--- src/hw/mul_cfg_pkg.sv ---
// configuration constants for the booth multiplier peripheral
// operand width, gather and final-add strides, derived counts
// wishbone register map and control bit positions
package mul_cfg_pkg;

  localparam int MUL_WIDTH  = 32;
  localparam int MUL_STRIDE = 8;              // multiplier bits retired per compute cycle
  localparam int BOOTH_STEP = MUL_STRIDE / 2; // radix-4 digits per compute cycle

  localparam int GATHER_LEVELS = MUL_WIDTH / MUL_STRIDE;
  localparam int CPA_STRIDE    = 16;
  localparam int CPA_LEVELS    = MUL_WIDTH / CPA_STRIDE;

  // redundant sum holds the most shifted row plus room for sign prefix and carries
  localparam int ACC_WIDTH    = MUL_STRIDE + MUL_WIDTH + 4;
  localparam int PP_WIDTH     = MUL_WIDTH + 3;
  localparam int BOOTH_DIGITS = MUL_WIDTH / 2 + 1;

  localparam int GATHER_CNT_WIDTH = (GATHER_LEVELS > 1) ? $clog2(GATHER_LEVELS) : 1;
  localparam int CPA_CNT_WIDTH    = (CPA_LEVELS > 1) ? $clog2(CPA_LEVELS) : 1;

  localparam int WB_ADDR_WIDTH = 8;

  // word offsets
  localparam logic [WB_ADDR_WIDTH-1:0] REG_OPA    = WB_ADDR_WIDTH'(0);
  localparam logic [WB_ADDR_WIDTH-1:0] REG_OPB    = WB_ADDR_WIDTH'(1);
  localparam logic [WB_ADDR_WIDTH-1:0] REG_CTRL   = WB_ADDR_WIDTH'(2);
  localparam logic [WB_ADDR_WIDTH-1:0] REG_STATUS = WB_ADDR_WIDTH'(3);
  localparam logic [WB_ADDR_WIDTH-1:0] REG_RES_LO = WB_ADDR_WIDTH'(4);
  localparam logic [WB_ADDR_WIDTH-1:0] REG_RES_HI = WB_ADDR_WIDTH'(5);

  // ctrl word fields
  localparam int CTRL_START_BIT  = 0;
  localparam int CTRL_SIGNED_BIT = 1;

endpackage

--- src/hw/mul_types_pkg.sv ---
// shared types for the booth multiplier peripheral
// bus words, product, booth digit, core request, status word
package mul_types_pkg;

  import mul_cfg_pkg::*;

  typedef logic [MUL_WIDTH-1:0] mul_word_t;

  typedef struct packed {
    mul_word_t hi;
    mul_word_t lo;
  } mul_product_t;

  // radix-4 digit in sign/magnitude form
  typedef struct packed {
    logic negate;  // subtract the selected multiple
    logic double;  // select two times the multiplicand
    logic nonzero;
  } booth_digit_t;

  typedef struct packed {
    mul_word_t opa;
    mul_word_t opb;
    logic      is_signed;
  } mul_req_t;

  // busy in bit 0, done in bit 1
  typedef struct packed {
    logic [MUL_WIDTH-3:0] reserved;
    logic                 done;
    logic                 busy;
  } mul_status_t;

endpackage

--- src/hw/booth_recoder.sv ---
// radix-4 booth recoder
// turns the whole multiplier into one row of booth digits
module booth_recoder
  import mul_cfg_pkg::*, mul_types_pkg::*;
(
  input  mul_word_t                       opb_i,
  input  logic                            is_signed_i,
  output booth_digit_t [BOOTH_DIGITS-1:0] digits_o
);

  logic                 ext_bit;
  logic [MUL_WIDTH+2:0] opb_ext; // two extension bits above, zero below

  assign ext_bit = is_signed_i & opb_i[MUL_WIDTH-1];
  assign opb_ext = {ext_bit, ext_bit, opb_i, 1'b0};

  // overlapping groups of three, stepping by two
  always_comb begin
    for (int i = 0; i < BOOTH_DIGITS; i++) begin
      case (opb_ext[2*i +: 3])
        3'b001, 3'b010: digits_o[i] = '{negate: 1'b0, double: 1'b0, nonzero: 1'b1}; // +1
        3'b011:         digits_o[i] = '{negate: 1'b0, double: 1'b1, nonzero: 1'b1}; // +2
        3'b100:         digits_o[i] = '{negate: 1'b1, double: 1'b1, nonzero: 1'b1}; // -2
        3'b101, 3'b110: digits_o[i] = '{negate: 1'b1, double: 1'b0, nonzero: 1'b1}; // -1
        default:        digits_o[i] = '0; // 000 and 111
      endcase
    end
  end

endmodule

--- src/hw/booth_partial_product.sv ---
// booth partial product row selector
// picks 0, +-a or +-2a and prepends the sign-correction bits
module booth_partial_product
  import mul_cfg_pkg::*, mul_types_pkg::*;
#(
  parameter int first_row_p = 0
) (
  input  logic [MUL_WIDTH:0]              opa_i,
  input  booth_digit_t                    digit_i,
  output logic [PP_WIDTH+first_row_p-1:0] pp_o
);

  logic [MUL_WIDTH:0] opa_sel;
  logic [MUL_WIDTH:0] opa_gated;
  logic [MUL_WIDTH:0] body;
  logic               row_neg; // sign of the row value

  // one's complement only, the +1 lands in the next row
  assign opa_sel   = digit_i.negate ? ~opa_i : opa_i;
  assign opa_gated = digit_i.nonzero ? opa_sel : '0;

  // inverted 2a has a one shifted in at the bottom
  assign body = digit_i.double ? {opa_gated[MUL_WIDTH-1:0], digit_i.negate} : opa_gated;

  // a zero row is never negative whatever the operand sign
  assign row_neg = digit_i.nonzero & (digit_i.negate ^ opa_i[MUL_WIDTH]);

  if (first_row_p != 0) begin : g_first
    assign pp_o = {~row_neg, row_neg, row_neg, body};
  end else begin : g_rest
    assign pp_o = {1'b1, ~row_neg, body};
  end

endmodule

--- src/hw/csa_compressor.sv ---
// carry-save reduction tree
// rows of 3:2 full adders, one level per recursion, down to two words
module csa_compressor
  import mul_cfg_pkg::*;
#(
  parameter int num_ops_p = 3
) (
  input  logic [num_ops_p-1:0][ACC_WIDTH-1:0] ops_i,
  output logic [ACC_WIDTH-1:0]                sum_o,
  output logic [ACC_WIDTH-1:0]                carry_o
);

  localparam int groups_lp   = num_ops_p / 3;
  localparam int rest_lp     = num_ops_p % 3;
  localparam int next_ops_lp = 2 * groups_lp + rest_lp;

  logic [next_ops_lp-1:0][ACC_WIDTH-1:0] level_n;

  // each group of three becomes a sum word and a shifted carry word
  for (genvar g = 0; g < groups_lp; g++) begin : g_row
    logic [ACC_WIDTH-1:0] maj;

    assign maj = (ops_i[3*g] & ops_i[3*g+1])
               | (ops_i[3*g] & ops_i[3*g+2])
               | (ops_i[3*g+1] & ops_i[3*g+2]);

    assign level_n[2*g]   = ops_i[3*g] ^ ops_i[3*g+1] ^ ops_i[3*g+2];
    assign level_n[2*g+1] = {maj[ACC_WIDTH-2:0], 1'b0}; // top carry falls off
  end

  // leftovers skip this level
  for (genvar r = 0; r < rest_lp; r++) begin : g_pass
    assign level_n[2*groups_lp+r] = ops_i[3*groups_lp+r];
  end

  if (num_ops_p == 3) begin : g_last
    assign sum_o   = level_n[0];
    assign carry_o = level_n[1];
  end else begin : g_next
    csa_compressor #(
      .num_ops_p(next_ops_lp)
    ) u_next (
      .ops_i  (level_n),
      .sum_o  (sum_o),
      .carry_o(carry_o)
    );
  end

endmodule

--- src/hw/booth_mul_iter.sv ---
// iterative radix-4 booth multiplier core
// fsm and counters, operand and digit shift registers, redundant accumulator,
// tail adder for the low word, carry-select adder for the high word
module booth_mul_iter
  import mul_cfg_pkg::*, mul_types_pkg::*;
(
  input  logic         clk_i,
  input  logic         reset_i,
  input  mul_req_t     req_i,
  input  logic         req_v_i,
  output logic         req_ready_o,
  output mul_product_t res_o,
  output logic         res_v_o,
  input  logic         res_yumi_i
);

  typedef enum logic [1:0] {s_idle, s_compute, s_final_add, s_done} state_e;

  state_e                      state_r, state_n;
  logic [GATHER_CNT_WIDTH-1:0] compute_cnt_r;
  logic [CPA_CNT_WIDTH-1:0]    final_cnt_r;
  logic                        accept;
  logic                        compute_last;
  logic                        final_last;

  logic [MUL_WIDTH:0]                 opa_ext;
  logic [MUL_WIDTH:0]                 opa_r;
  booth_digit_t [BOOTH_DIGITS-1:0]    digits_n;
  booth_digit_t [MUL_WIDTH/2-1:0]     digits_r; // digit 0 goes in at accept
  logic                               carry_in_r; // +1 owed by the last digit of a step
  logic [PP_WIDTH:0]                  pp_first;
  logic [BOOTH_STEP-1:0][PP_WIDTH-1:0] pp_step;
  logic [BOOTH_STEP-1:0]              row_cin;
  logic [BOOTH_STEP+1:0][ACC_WIDTH-1:0] tree_ops;
  logic [ACC_WIDTH-1:0]               tree_sum, tree_carry;
  logic [ACC_WIDTH-1:0]               acc_sum_r, acc_carry_r;

  logic [MUL_STRIDE:0]  tail_sum;
  mul_word_t            res_lo_r, res_lo_n;
  mul_word_t            res_hi_r, res_hi_n;
  logic [CPA_STRIDE:0]  cpa_plain, cpa_plus1, cpa_sel;
  logic                 cpa_cin;
  logic                 cpa_carry_r;

  assign accept       = req_v_i & req_ready_o;
  assign compute_last = compute_cnt_r == GATHER_CNT_WIDTH'(GATHER_LEVELS - 1);
  assign final_last   = final_cnt_r == CPA_CNT_WIDTH'(CPA_LEVELS - 1);

  always_comb begin
    state_n = state_r;
    case (state_r)
      s_idle:      if (accept) state_n = s_compute;
      s_compute:   if (compute_last) state_n = s_final_add;
      s_final_add: if (final_last) state_n = s_done;
      s_done:      if (res_yumi_i) state_n = s_idle;
      default:     state_n = s_idle;
    endcase
  end

  always_ff @(posedge clk_i) begin
    if (reset_i) begin
      state_r       <= s_idle;
      compute_cnt_r <= '0;
      final_cnt_r   <= '0;
    end else begin
      state_r <= state_n;
      if (accept) begin
        compute_cnt_r <= '0;
        final_cnt_r   <= '0;
      end else if (state_r == s_compute) begin
        compute_cnt_r <= compute_cnt_r + 1'b1;
      end else if (state_r == s_final_add) begin
        final_cnt_r <= final_cnt_r + 1'b1;
      end
    end
  end

  assign opa_ext = {req_i.is_signed & req_i.opa[MUL_WIDTH-1], req_i.opa};

  booth_recoder u_recoder (
    .opb_i      (req_i.opb),
    .is_signed_i(req_i.is_signed),
    .digits_o   (digits_n)
  );

  // row for digit 0 is formed straight from the request
  booth_partial_product #(
    .first_row_p(1)
  ) u_pp_first (
    .opa_i  (opa_ext),
    .digit_i(digits_n[0]),
    .pp_o   (pp_first)
  );

  for (genvar i = 0; i < BOOTH_STEP; i++) begin : g_step
    booth_partial_product #(
      .first_row_p(0)
    ) u_pp (
      .opa_i  (opa_r),
      .digit_i(digits_r[i]),
      .pp_o   (pp_step[i])
    );

    if (i == 0) begin : g_cin_first
      assign row_cin[i] = carry_in_r;
    end else begin : g_cin_prev
      assign row_cin[i] = digits_r[i-1].negate;
    end

    // row i sits two bits above its negation carry
    assign tree_ops[i] = ACC_WIDTH'({pp_step[i], 1'b0, row_cin[i]}) << (2 * i);
  end

  assign tree_ops[BOOTH_STEP]   = acc_sum_r >> MUL_STRIDE;
  assign tree_ops[BOOTH_STEP+1] = acc_carry_r >> MUL_STRIDE;

  csa_compressor #(
    .num_ops_p(BOOTH_STEP + 2)
  ) u_tree (
    .ops_i  (tree_ops),
    .sum_o  (tree_sum),
    .carry_o(tree_carry)
  );

  // retire the bottom byte of the redundant pair
  assign tail_sum = {1'b0, acc_sum_r[MUL_STRIDE-1:0]} + {1'b0, acc_carry_r[MUL_STRIDE-1:0]};
  assign res_lo_n = {tail_sum[MUL_STRIDE-1:0], res_lo_r[MUL_WIDTH-1:MUL_STRIDE]};

  // carry select over one slice of the high word
  assign cpa_plain = {1'b0, acc_sum_r[MUL_STRIDE +: CPA_STRIDE]}
                   + {1'b0, acc_carry_r[MUL_STRIDE +: CPA_STRIDE]};
  assign cpa_plus1 = cpa_plain + (CPA_STRIDE + 1)'(1);
  assign cpa_cin   = (final_cnt_r == '0) ? tail_sum[MUL_STRIDE] : cpa_carry_r;
  assign cpa_sel   = cpa_cin ? cpa_plus1 : cpa_plain;
  assign res_hi_n  = {cpa_sel[CPA_STRIDE-1:0], res_hi_r[MUL_WIDTH-1:CPA_STRIDE]};

  always_ff @(posedge clk_i) begin
    if (accept) begin
      opa_r       <= opa_ext;
      digits_r    <= digits_n[BOOTH_DIGITS-1:1];
      carry_in_r  <= digits_n[0].negate;
      acc_sum_r   <= {pp_first, MUL_STRIDE'(0)};
      acc_carry_r <= '0;
    end else if (state_r == s_compute) begin
      digits_r    <= digits_r >> (BOOTH_STEP * $bits(booth_digit_t));
      carry_in_r  <= digits_r[BOOTH_STEP-1].negate;
      acc_sum_r   <= tree_sum;
      acc_carry_r <= {tree_carry[ACC_WIDTH-1:1], tail_sum[MUL_STRIDE]}; // tail carry rides along
      res_lo_r    <= res_lo_n;
    end else if (state_r == s_final_add) begin
      if (final_cnt_r == '0) begin
        res_lo_r <= res_lo_n; // last byte of the low word
      end
      res_hi_r    <= res_hi_n;
      cpa_carry_r <= cpa_sel[CPA_STRIDE];
      acc_sum_r   <= acc_sum_r >> CPA_STRIDE;
      acc_carry_r <= acc_carry_r >> CPA_STRIDE;
    end
  end

  assign res_o       = '{hi: res_hi_r, lo: res_lo_r};
  assign res_v_o     = state_r == s_done;
  assign req_ready_o = state_r == s_idle;

endmodule

--- src/hw/wb_mul_slave.sv ---
// wishbone classic slave for the multiplier
// operand and control registers, busy/done status, latched product,
// address decode and registered ack
module wb_mul_slave
  import mul_cfg_pkg::*, mul_types_pkg::*;
(
  input  logic                     clk_i,
  input  logic                     reset_i,
  input  logic                     wb_cyc_i,
  input  logic                     wb_stb_i,
  input  logic                     wb_we_i,
  input  logic [WB_ADDR_WIDTH-1:0] wb_adr_i,
  input  mul_word_t                wb_dat_i,
  output mul_word_t                wb_dat_o,
  output logic                     wb_ack_o,
  output mul_req_t                 req_o,
  output logic                     req_v_o,
  input  logic                     req_ready_i,
  input  mul_product_t             res_i,
  input  logic                     res_v_i,
  output logic                     res_yumi_o
);

  logic         ack_r;
  logic         bus_req;
  logic         bus_wr;
  mul_word_t    opa_r, opb_r;
  logic         signed_r;
  logic         busy_r, done_r;
  mul_product_t res_r;
  mul_status_t  status;
  mul_word_t    rd_data;
  mul_word_t    dat_r;

  assign bus_req = wb_cyc_i & wb_stb_i & ~ack_r; // new cycle, ack follows
  assign bus_wr  = wb_cyc_i & wb_stb_i & wb_we_i & ack_r; // writes land with the ack

  // core not ready means a run is in flight, so a start then is dropped
  assign req_v_o = bus_wr & (wb_adr_i == REG_CTRL) & wb_dat_i[CTRL_START_BIT] & req_ready_i;
  assign req_o   = '{opa: opa_r, opb: opb_r, is_signed: wb_dat_i[CTRL_SIGNED_BIT]};

  assign res_yumi_o = res_v_i;

  always_ff @(posedge clk_i) begin
    if (reset_i) begin
      ack_r    <= 1'b0;
      opa_r    <= '0;
      opb_r    <= '0;
      signed_r <= 1'b0;
      busy_r   <= 1'b0;
      done_r   <= 1'b0;
      res_r    <= '0;
    end else begin
      ack_r <= bus_req;
      if (bus_wr) begin
        case (wb_adr_i)
          REG_OPA:  opa_r    <= wb_dat_i;
          REG_OPB:  opb_r    <= wb_dat_i;
          REG_CTRL: signed_r <= wb_dat_i[CTRL_SIGNED_BIT];
          default:  ; // status, result and holes are read only
        endcase
      end
      if (req_v_o) begin
        busy_r <= 1'b1;
        done_r <= 1'b0;
      end else if (res_v_i) begin
        busy_r <= 1'b0;
        done_r <= 1'b1;
        res_r  <= res_i;
      end
    end
  end

  assign status = '{reserved: '0, done: done_r, busy: busy_r};

  always_comb begin
    rd_data = '0;
    case (wb_adr_i)
      REG_OPA:    rd_data = opa_r;
      REG_OPB:    rd_data = opb_r;
      REG_CTRL:   rd_data[CTRL_SIGNED_BIT] = signed_r; // start reads back as zero
      REG_STATUS: rd_data = status;
      REG_RES_LO: rd_data = res_r.lo;
      REG_RES_HI: rd_data = res_r.hi;
      default:    rd_data = '0;
    endcase
  end

  // sampled in the request cycle, presented with the ack
  always_ff @(posedge clk_i) begin
    if (bus_req) begin
      dat_r <= rd_data;
    end
  end

  assign wb_dat_o = dat_r;
  assign wb_ack_o = ack_r;

endmodule

--- src/hw/wb_mul_top.sv ---
// multiplier peripheral top level
// wishbone slave in front of the iterative booth core
module wb_mul_top
  import mul_cfg_pkg::*, mul_types_pkg::*;
(
  input  logic                     clk_i,
  input  logic                     reset_i,
  input  logic                     wb_cyc_i,
  input  logic                     wb_stb_i,
  input  logic                     wb_we_i,
  input  logic [WB_ADDR_WIDTH-1:0] wb_adr_i,
  input  mul_word_t                wb_dat_i,
  output mul_word_t                wb_dat_o,
  output logic                     wb_ack_o
);

  mul_req_t     req;
  logic         req_v;
  logic         req_ready;
  mul_product_t res;
  logic         res_v;
  logic         res_yumi;

  wb_mul_slave u_slave (
    .clk_i      (clk_i),
    .reset_i    (reset_i),
    .wb_cyc_i   (wb_cyc_i),
    .wb_stb_i   (wb_stb_i),
    .wb_we_i    (wb_we_i),
    .wb_adr_i   (wb_adr_i),
    .wb_dat_i   (wb_dat_i),
    .wb_dat_o   (wb_dat_o),
    .wb_ack_o   (wb_ack_o),
    .req_o      (req),
    .req_v_o    (req_v),
    .req_ready_i(req_ready),
    .res_i      (res),
    .res_v_i    (res_v),
    .res_yumi_o (res_yumi)
  );

  booth_mul_iter u_core (
    .clk_i      (clk_i),
    .reset_i    (reset_i),
    .req_i      (req),
    .req_v_i    (req_v),
    .req_ready_o(req_ready),
    .res_o      (res),
    .res_v_o    (res_v),
    .res_yumi_i (res_yumi)
  );

endmodule

--- config.mk ---
export PLATFORM = sky130hd
export DESIGN_NAME = wb_mul_top
export DESIGN_NICKNAME = d
export VERILOG_FILES = /design/src/hw/mul_cfg_pkg.sv /design/src/hw/mul_types_pkg.sv /design/src/hw/booth_recoder.sv /design/src/hw/booth_partial_product.sv /design/src/hw/csa_compressor.sv /design/src/hw/booth_mul_iter.sv /design/src/hw/wb_mul_slave.sv /design/src/hw/wb_mul_top.sv
export SDC_FILE = /design/constraint.sdc
export NUM_CORES = 1
export LEC_CHECK = 0
export BUFFER_PORTS_ARGS = -buffer_cell sky130_fd_sc_hd__buf_4
export CORE_MARGIN = 3
export CORE_UTILIZATION = 55
export DETAILED_ROUTE_END_ITERATION = 16
export HOLD_SLACK_MARGIN = 0.15
export PLACE_DENSITY = 0.74
export SETUP_SLACK_MARGIN = 0.3
export SLEW_MARGIN = 25
export SYNTH_ARGS = -nofsm -noshare
export SYNTH_HDL_FRONTEND = slang
export SYNTH_SLANG_ARGS = --single-unit
--- constraint.sdc ---
create_clock -name clk_i -period 4.8 [get_ports clk_i]
set_input_delay 0.24 -clock clk_i [delete_from_list [all_inputs] [get_ports clk_i]]
set_output_delay 0.24 -clock clk_i [all_outputs]
set_load 0.02 [all_outputs]
# After elaboration in Yosys (flattened, before gate mapping)

Index checks and enable logic that the tools add are counted.

Word-level logic and storage cells: 347
Bits of input ports: 45
Output and inout bits: 33
Register bits: 404

Bitwise gates (word level): 59
Add/subtract/negate cells: 5
Muxes and demuxes: 55
Reductions and logical operators: 48
Eq/ne operators: 112

Operators by type and width:

| kind                                           | number |
|---|---|
| two-way mux 33 bit                             | 15 |
| two-way mux 44 bit                             | 5 |
| bitwise OR 43 bit                              | 5 |
| case mux 3 bit (4 select lines)                | 16 |
| bitwise AND 43 bit                             | 4 |
| == test 3 bit (second input constant)          | 48 |
| case mux 30 bit (4 select lines)               | 1 |
| == test 3 x 2 -> 1 bit (second input constant) | 32 |
| two-way mux 32 bit                             | 3 |
| two-way mux 48 bit                             | 2 |
| bitwise XOR 44 bit                             | 2 |
| bitwise AND 43 x 36 -> 43 bit                  | 2 |
| bitwise XOR 43 x 36 -> 43 bit                  | 2 |
| OR reduction 2 bit                             | 34 |
| inverter 33 bit                                | 2 |
| == test 3 x 1 -> 1 bit (second input constant) | 16 |
| bitwise AND 41 x 43 -> 43 bit                  | 1 |
| bitwise OR 43 x 36 -> 43 bit                   | 1 |
| bitwise XOR 42 x 43 -> 43 bit                  | 1 |
| bitwise AND 41 x 42 -> 42 bit                  | 1 |
| bitwise XOR 41 x 42 -> 42 bit                  | 1 |
| bitwise AND 37 x 41 -> 41 bit                  | 1 |
| bitwise AND 39 x 41 -> 41 bit                  | 1 |
| bitwise OR 39 x 41 -> 41 bit                   | 1 |
| other kinds (33)                               | 82 |

# Longest topological paths before layout

Depth after elaboration: 14
Depth in mapped cells: 12
Gate-level depth less buffers: 12

# Modules after synthesis

Synthesis repeated with hierarchy kept, for this count alone.

Cells, all modules: 2577
Area total of the unflattened synthesis: 27003.4 µm²

By module, submodules not included:

| module                                                     | instances | cells an instance | area each (µm²) | sequential area each (µm²) |
|---|---|---|---|---|
| booth_mul_iter                                             | 1         | 940               | 10830.4         | 6636.4 |
| wb_mul_slave                                               | 1         | 743               | 7873.8          | 3603.5 |
| booth_partial_product (u_core.g_step[0].u_pp ...)          | 4         | 120               | 822.0           | 0.0 |
| csa_compressor (u_core.u_tree)                             | 1         | 89                | 1773.0          | 0.0 |
| csa_compressor (u_core.u_tree.g_next.u_next.g_next.u_next) | 1         | 46                | 895.9           | 0.0 |
| csa_compressor (u_core.u_tree.g_next.u_next)               | 1         | 45                | 888.4           | 0.0 |
| booth_partial_product (u_core.u_pp_first)                  | 1         | 121               | 829.5           | 0.0 |
| booth_recoder                                              | 1         | 113               | 624.3           | 0.0 |

# Worst setup path before layout

No wires, ideal clock.

Path kind: input-to-reg
Start point: input port wb_adr_i[5]
End point: register u_core.res_lo_r[0], enable pin
Arrival time: 3.132 ns
Setup time: 0.406 ns
Data required time: 4.394 ns
Buffers on the path: 3
Cell stages on the path: 9
Path slack: 1.263 ns
Path through: or4_1 or3_1 buf_6 nor4b_4 nand3_2 inv_2 buf_2 buf_2 nor2_1

Word-level cells in the longest chain between the ends: 7

RTL lines:

| item                           | line                  | source |
|---|---|---|
| start: declaration             | wb_mul_top.sv:11      | `input logic [WB_ADDR_WIDTH-1:0] wb_adr_i,` |
| == test 8 x 2 -> 1 bit         | wb_mul_slave.sv:39    | `assign req_v_o = bus_wr & (wb_adr_i == REG_CTRL) & wb_dat_i[CTRL_START_BIT] & req_ready_i;` |
| bitwise AND 1 bit (3 in a row) | wb_mul_slave.sv:39    |  |
| via req_v                      | wb_mul_top.sv:18      | `logic req_v;` |
| bitwise AND 1 bit              | booth_mul_iter.sv:45  | `assign accept = req_v_i & req_ready_o;` |
| inverter 1 bit (no line)       | -                     |  |
| AND reduction 3 bit (no line)  | -                     |  |
| end signal: assignment         | booth_mul_iter.sv:149 | `res_lo_r <= res_lo_n;` |
| end signal: assignment         | booth_mul_iter.sv:152 | `res_lo_r <= res_lo_n;` |
| end: declaration               | booth_mul_iter.sv:39  | `mul_word_t res_lo_r, res_lo_n;` |

The timed path passes the listed nets, and every way through them passes these cells.
A chain may end at the register's enable or synchronous reset.

# Worst setup path after layout

Start point: register u_core.digits_r[11] (netlist bit)
End point: register u_core.acc_sum_r[25] (data pin)

Word-level cells in the longest chain between the ends: 12
Elaborated cells between the ends (all ways): 18
Classes of those cells: mux: 5; bitwise: 13

RTL lines:

| item                                       | line                        | source |
|---|---|---|
| start: declaration                         | booth_mul_iter.sv:29        | `booth_digit_t [MUL_WIDTH/2-1:0] digits_r;` |
| start signal: assignment                   | booth_mul_iter.sv:140       | `digits_r <= digits_n[BOOTH_DIGITS-1:1];` |
| start signal: assignment                   | booth_mul_iter.sv:145       | `digits_r <= digits_r >> (BOOTH_STEP * $bits(booth_digit_t));` |
| two-way mux 33 bit (*)                     | booth_partial_product.sv:19 | `assign opa_sel = digit_i.negate ? ~opa_i : opa_i;` |
| two-way mux 33 bit (*)                     | booth_partial_product.sv:20 | `assign opa_gated = digit_i.nonzero ? opa_sel : '0;` |
| two-way mux 33 bit (*)                     | booth_partial_product.sv:23 | `assign body = digit_i.double ? {opa_gated[MUL_WIDTH-1:0], digit_i.negate} : opa_gated;` |
| bitwise XOR 43 x 36 -> 43 bit (2 in a row) | csa_compressor.sv:27        | `assign level_n[2*g] = ops_i[3*g] ^ ops_i[3*g+1] ^ ops_i[3*g+2];` |
| bitwise AND 41 x 43 -> 43 bit              | csa_compressor.sv:24        | `\| (ops_i[3*g] & ops_i[3*g+2])` |
| bitwise OR 43 bit                          | csa_compressor.sv:24        |  |
| bitwise OR 43 bit                          | csa_compressor.sv:25        | `\| (ops_i[3*g+1] & ops_i[3*g+2]);` |
| bitwise XOR 44 bit                         | csa_compressor.sv:27        |  |
| bitwise XOR 44 bit (*)                     | csa_compressor.sv:27        |  |
| two-way mux 44 bit (*)                     | booth_mul_iter.sv:144       | `end else if (state_r == s_compute) begin` |
| two-way mux 44 bit (*)                     | booth_mul_iter.sv:138       | `if (accept) begin` |
| end signal: assignment                     | booth_mul_iter.sv:142       | `acc_sum_r <= {pp_first, MUL_STRIDE'(0)};` |
| end signal: assignment                     | booth_mul_iter.sv:147       | `acc_sum_r <= tree_sum;` |
| end signal: assignment                     | booth_mul_iter.sv:156       | `acc_sum_r <= acc_sum_r >> CPA_STRIDE;` |
| end: declaration                           | booth_mul_iter.sv:36        | `logic [ACC_WIDTH-1:0] acc_sum_r, acc_carry_r;` |

Every way passes the cells marked *; elsewhere a longest branch is shown, timed or not.

==> results.cfg <==
[status]
status = completed

[pwr]
ir_drop_uv = 350.5
power.leakage_nw = 10.75
powerDensity_mw_per_mm2 = 568.6

[detailed_routing]
routedWlPerCell_um = 22.10
vias = 18400
wl_um = 68560
drc = 0
drt-pass1-iter-count = 6
postRouteAntennaNets = 0
via_per_inst = 5.930
drt_iter0_markers = 1892

[synth]
synth.area.top_cells = edfxtp_1 (26%), dfxtp_1 (15%), fa_1 (11%)
ys_ff_latch = 402
netlist.top_cell.by_area = edfxtp_1
synthArstFlopShare_pct = 0
ys_seq_area_share_pct = 41.35
synthSimpleGateAreaFrac_pct = 13.05
synth_edf_count = 214
synth-compound-area-share_pct = 9.191
syn_nets = 2721
netlist.area_leader.share_pct = 26.08
synth_top_family_by_area = simple AND/OR/NAND/NOR gates
synth_mux_area_share_pct = 10.33
synth_xor_area_share_pct = 7.002
synthCells = 2498
synth-main-ff-cell = edfxtp_1
synth_cell_type_count = 64
synthAdderAreaFrac_pct = 13.00
syn_area_mm2 = 0.02464
syn-mean-instance-area_um2 = 9.864
yosys_warnings = 0

[grt]
gr-total-overflow = 0
grt_pass1_wl_um = 105800
antenna_found_initial = 0
track_usage_pct = 28.73
grt_max_degree = 119
first_global_vias = 18000

[sta]
drv_slew = 0
hold_viol_final = 0
finalWorstSetupSlack_ns = 0.9953
min_period_over_period_pct = 79.26
rsz0062_at_grt = false
max-slew-margin-rel_pct = 32.89
fmax_ghz = 0.2628
hold_slack_ns = 0.1994
tns_ns = 0
finalCriticalPeriod_ns = 3.805
skew_ns = 0.02304
worstMarginPinSlew_ns = 1.007
finalSetupViolations = 0

[cts]
cts_resized = 0
h-tree-depth = 2
clkTransAtPathRegs_ns = 0.06
clk_latency_ns = 0.56
root_buffer = clkbuf_16
cts_max_path_buffers = 3
cts_tree = done
cts_setup_buffers = 0
cts.sinks = 402
cts_inserted_buffers = 39
hold_buffers = 34

[setup_path]
cp_max_fo = 15
cpPeakStageDelay_ns = 1.01
cp_slowest_cell = edfxtp_1
rr_worst_depth = 9
path_class = flop to flop
crit_path_cell_trace = buf_4 > xnor2_1 > nand2_1 > fa_1 > inv_1 > fa_1 > fa_1 > mux2i_1 > a21oi_1
cp-end-kind = flop
r2r_start = u_core.digits_r[11]
cp_data_required_time_ns = 5.06
worstSetupStartpointType = flop
cp.arrival_ns = 4.07
critPathMostFrequentCell = fa_1
startpoint = u_core.digits_r[11]

[floorplanning]
dieArea_mm2 = 0.04738
die_y_um = 217.7
core_mm2 = 0.04365
rows = 76
die_w_um = 217.7
ioPinCount = 78
initial_core_util_pct = 56.46

[final_layout]
final_common_cell = nand2_1
layout_common_cells = nand2_1 (356), mux2i_1 (252), edfxtp_1 (214)
area_growth_pct = 10.38
final_core_util_pct = 62.32
drive_gt1_share_pct = 7.949
fillers = 3460
nets = 2708

[worst_hold_path]
hold_path.startpoint = wb_adr_i[0]
whs_path_depth = 4
min_path_type = input pin to flop

[placed_design]
numPortBuffers = 77
dp_hpwl_um = 48100
dp_slack_ns = 0.8379
place_congestion = 0.9338

[job]
maxCapViolations = 0
==> area by class of cell <==
class | instances | area (µm²) | area share, %
multi-input combinational | 1704 | 13030 | 47.90
sequential | 402 | 10190 | 37.48
timing repair buffer | 149 | 1242 | 4.568
clock buffer | 51 | 1071 | 3.938
tap | 585 | 732.0 | 2.691
inverter | 189 | 710.7 | 2.613
clock inverter | 21 | 217.7 | 0.8004
antenna | 1 | 2.502 | 0.009200
==> through the flow <==
stage,cells,power (mW),instance area [µm²]
after CTS,3099,15.40,27150
after global placement,2993,12.06,25520
after detailed placement,2993,12.19,25520
after floorplan,2498,9.855,24640
after global routing,3101,16.44,27200
final,3102,15.47,27200
==> worst paths after layout <==
kind	endpoint	slack, ns
worst max-delay path	u_core.acc_sum_r[25]	1.0
worst min-delay path	u_slave.signed_r	0.20
worst max register to register	u_core.acc_sum_r[25]	1.0
worst min register to register	u_core.res_lo_r[6]	0.45
==> registers in the layout, indices dropped and copies added, names as in the netlist, 2 cells and up <==
signal                count
u_core.acc_carry_r       43
u_core.acc_sum_r         44
u_core.compute_cnt_r      2
u_core.digits_r          47
u_core.opa_r             33
u_core.res_hi_r          32
u_core.res_lo_r          32
u_core.state_r            2
u_slave.opa_r            32
u_slave.opb_r            32
u_slave.res_r            64
u_slave.wb_dat_o         32
==> synth_stat cells (26+ instances only) <==
cell and count:
nor3_1 33, nand2_1 358, fa_1 130, a22oi_1 36, o21ai_0 40, clkbuf_1 153, nor2_1 177, xnor2_1 152
ha_1 48, xor2_1 45, and2_1 26, inv_1 188, dfxtp_1 188, mux2i_1 252, a21oi_1 137, edfxtp_1 214
a211oi_1 52, buf_1 37, nor3b_1 35
==> where the power goes <==
group | leakage [nW] | switching (mW) | internal, mW
sequential | 3.58 | 0.476 | 4.42
clock | 0.634 | 1.35 | 1.75
combinational | 6.54 | 4.44 | 3.03
total | 10.8 | 6.27 | 9.20
==> layer usage <==
layer | share of wire [%] | GRT usage (%) | up-vias
met2 | 47 | 46.11 | 805
met4 | 4.6 | 11.98 | 0
met3 | 7.7 | 3.651 | 147
li1 | - | - | 8398
met1 | 41 | 39.71 | 9045
met5 | 0 | 0 | -
==> kinds of logic (layout without fill, tap and decap cells) <==
kind of cell	Yosys count	count (layout)
other cells	1	2
simple gates	722	722
buf+inv	392	410
fa+ha+maj	178	178
xor+xnor	197	197
mux	254	254
compound gates	352	352
flops	402	402
==> critical path: cells and delay by family (launching register included) <==
family	cells	cell delay (ns)
simple gates	1	0.08
compound gates	1	0.12
xor+xnor	1	0.12
fa+ha+maj	3	1.56
buf+inv	2	0.32
mux	1	0.28
flops	1	1.01
Note: power is estimated with default switching activity, not from simulation.
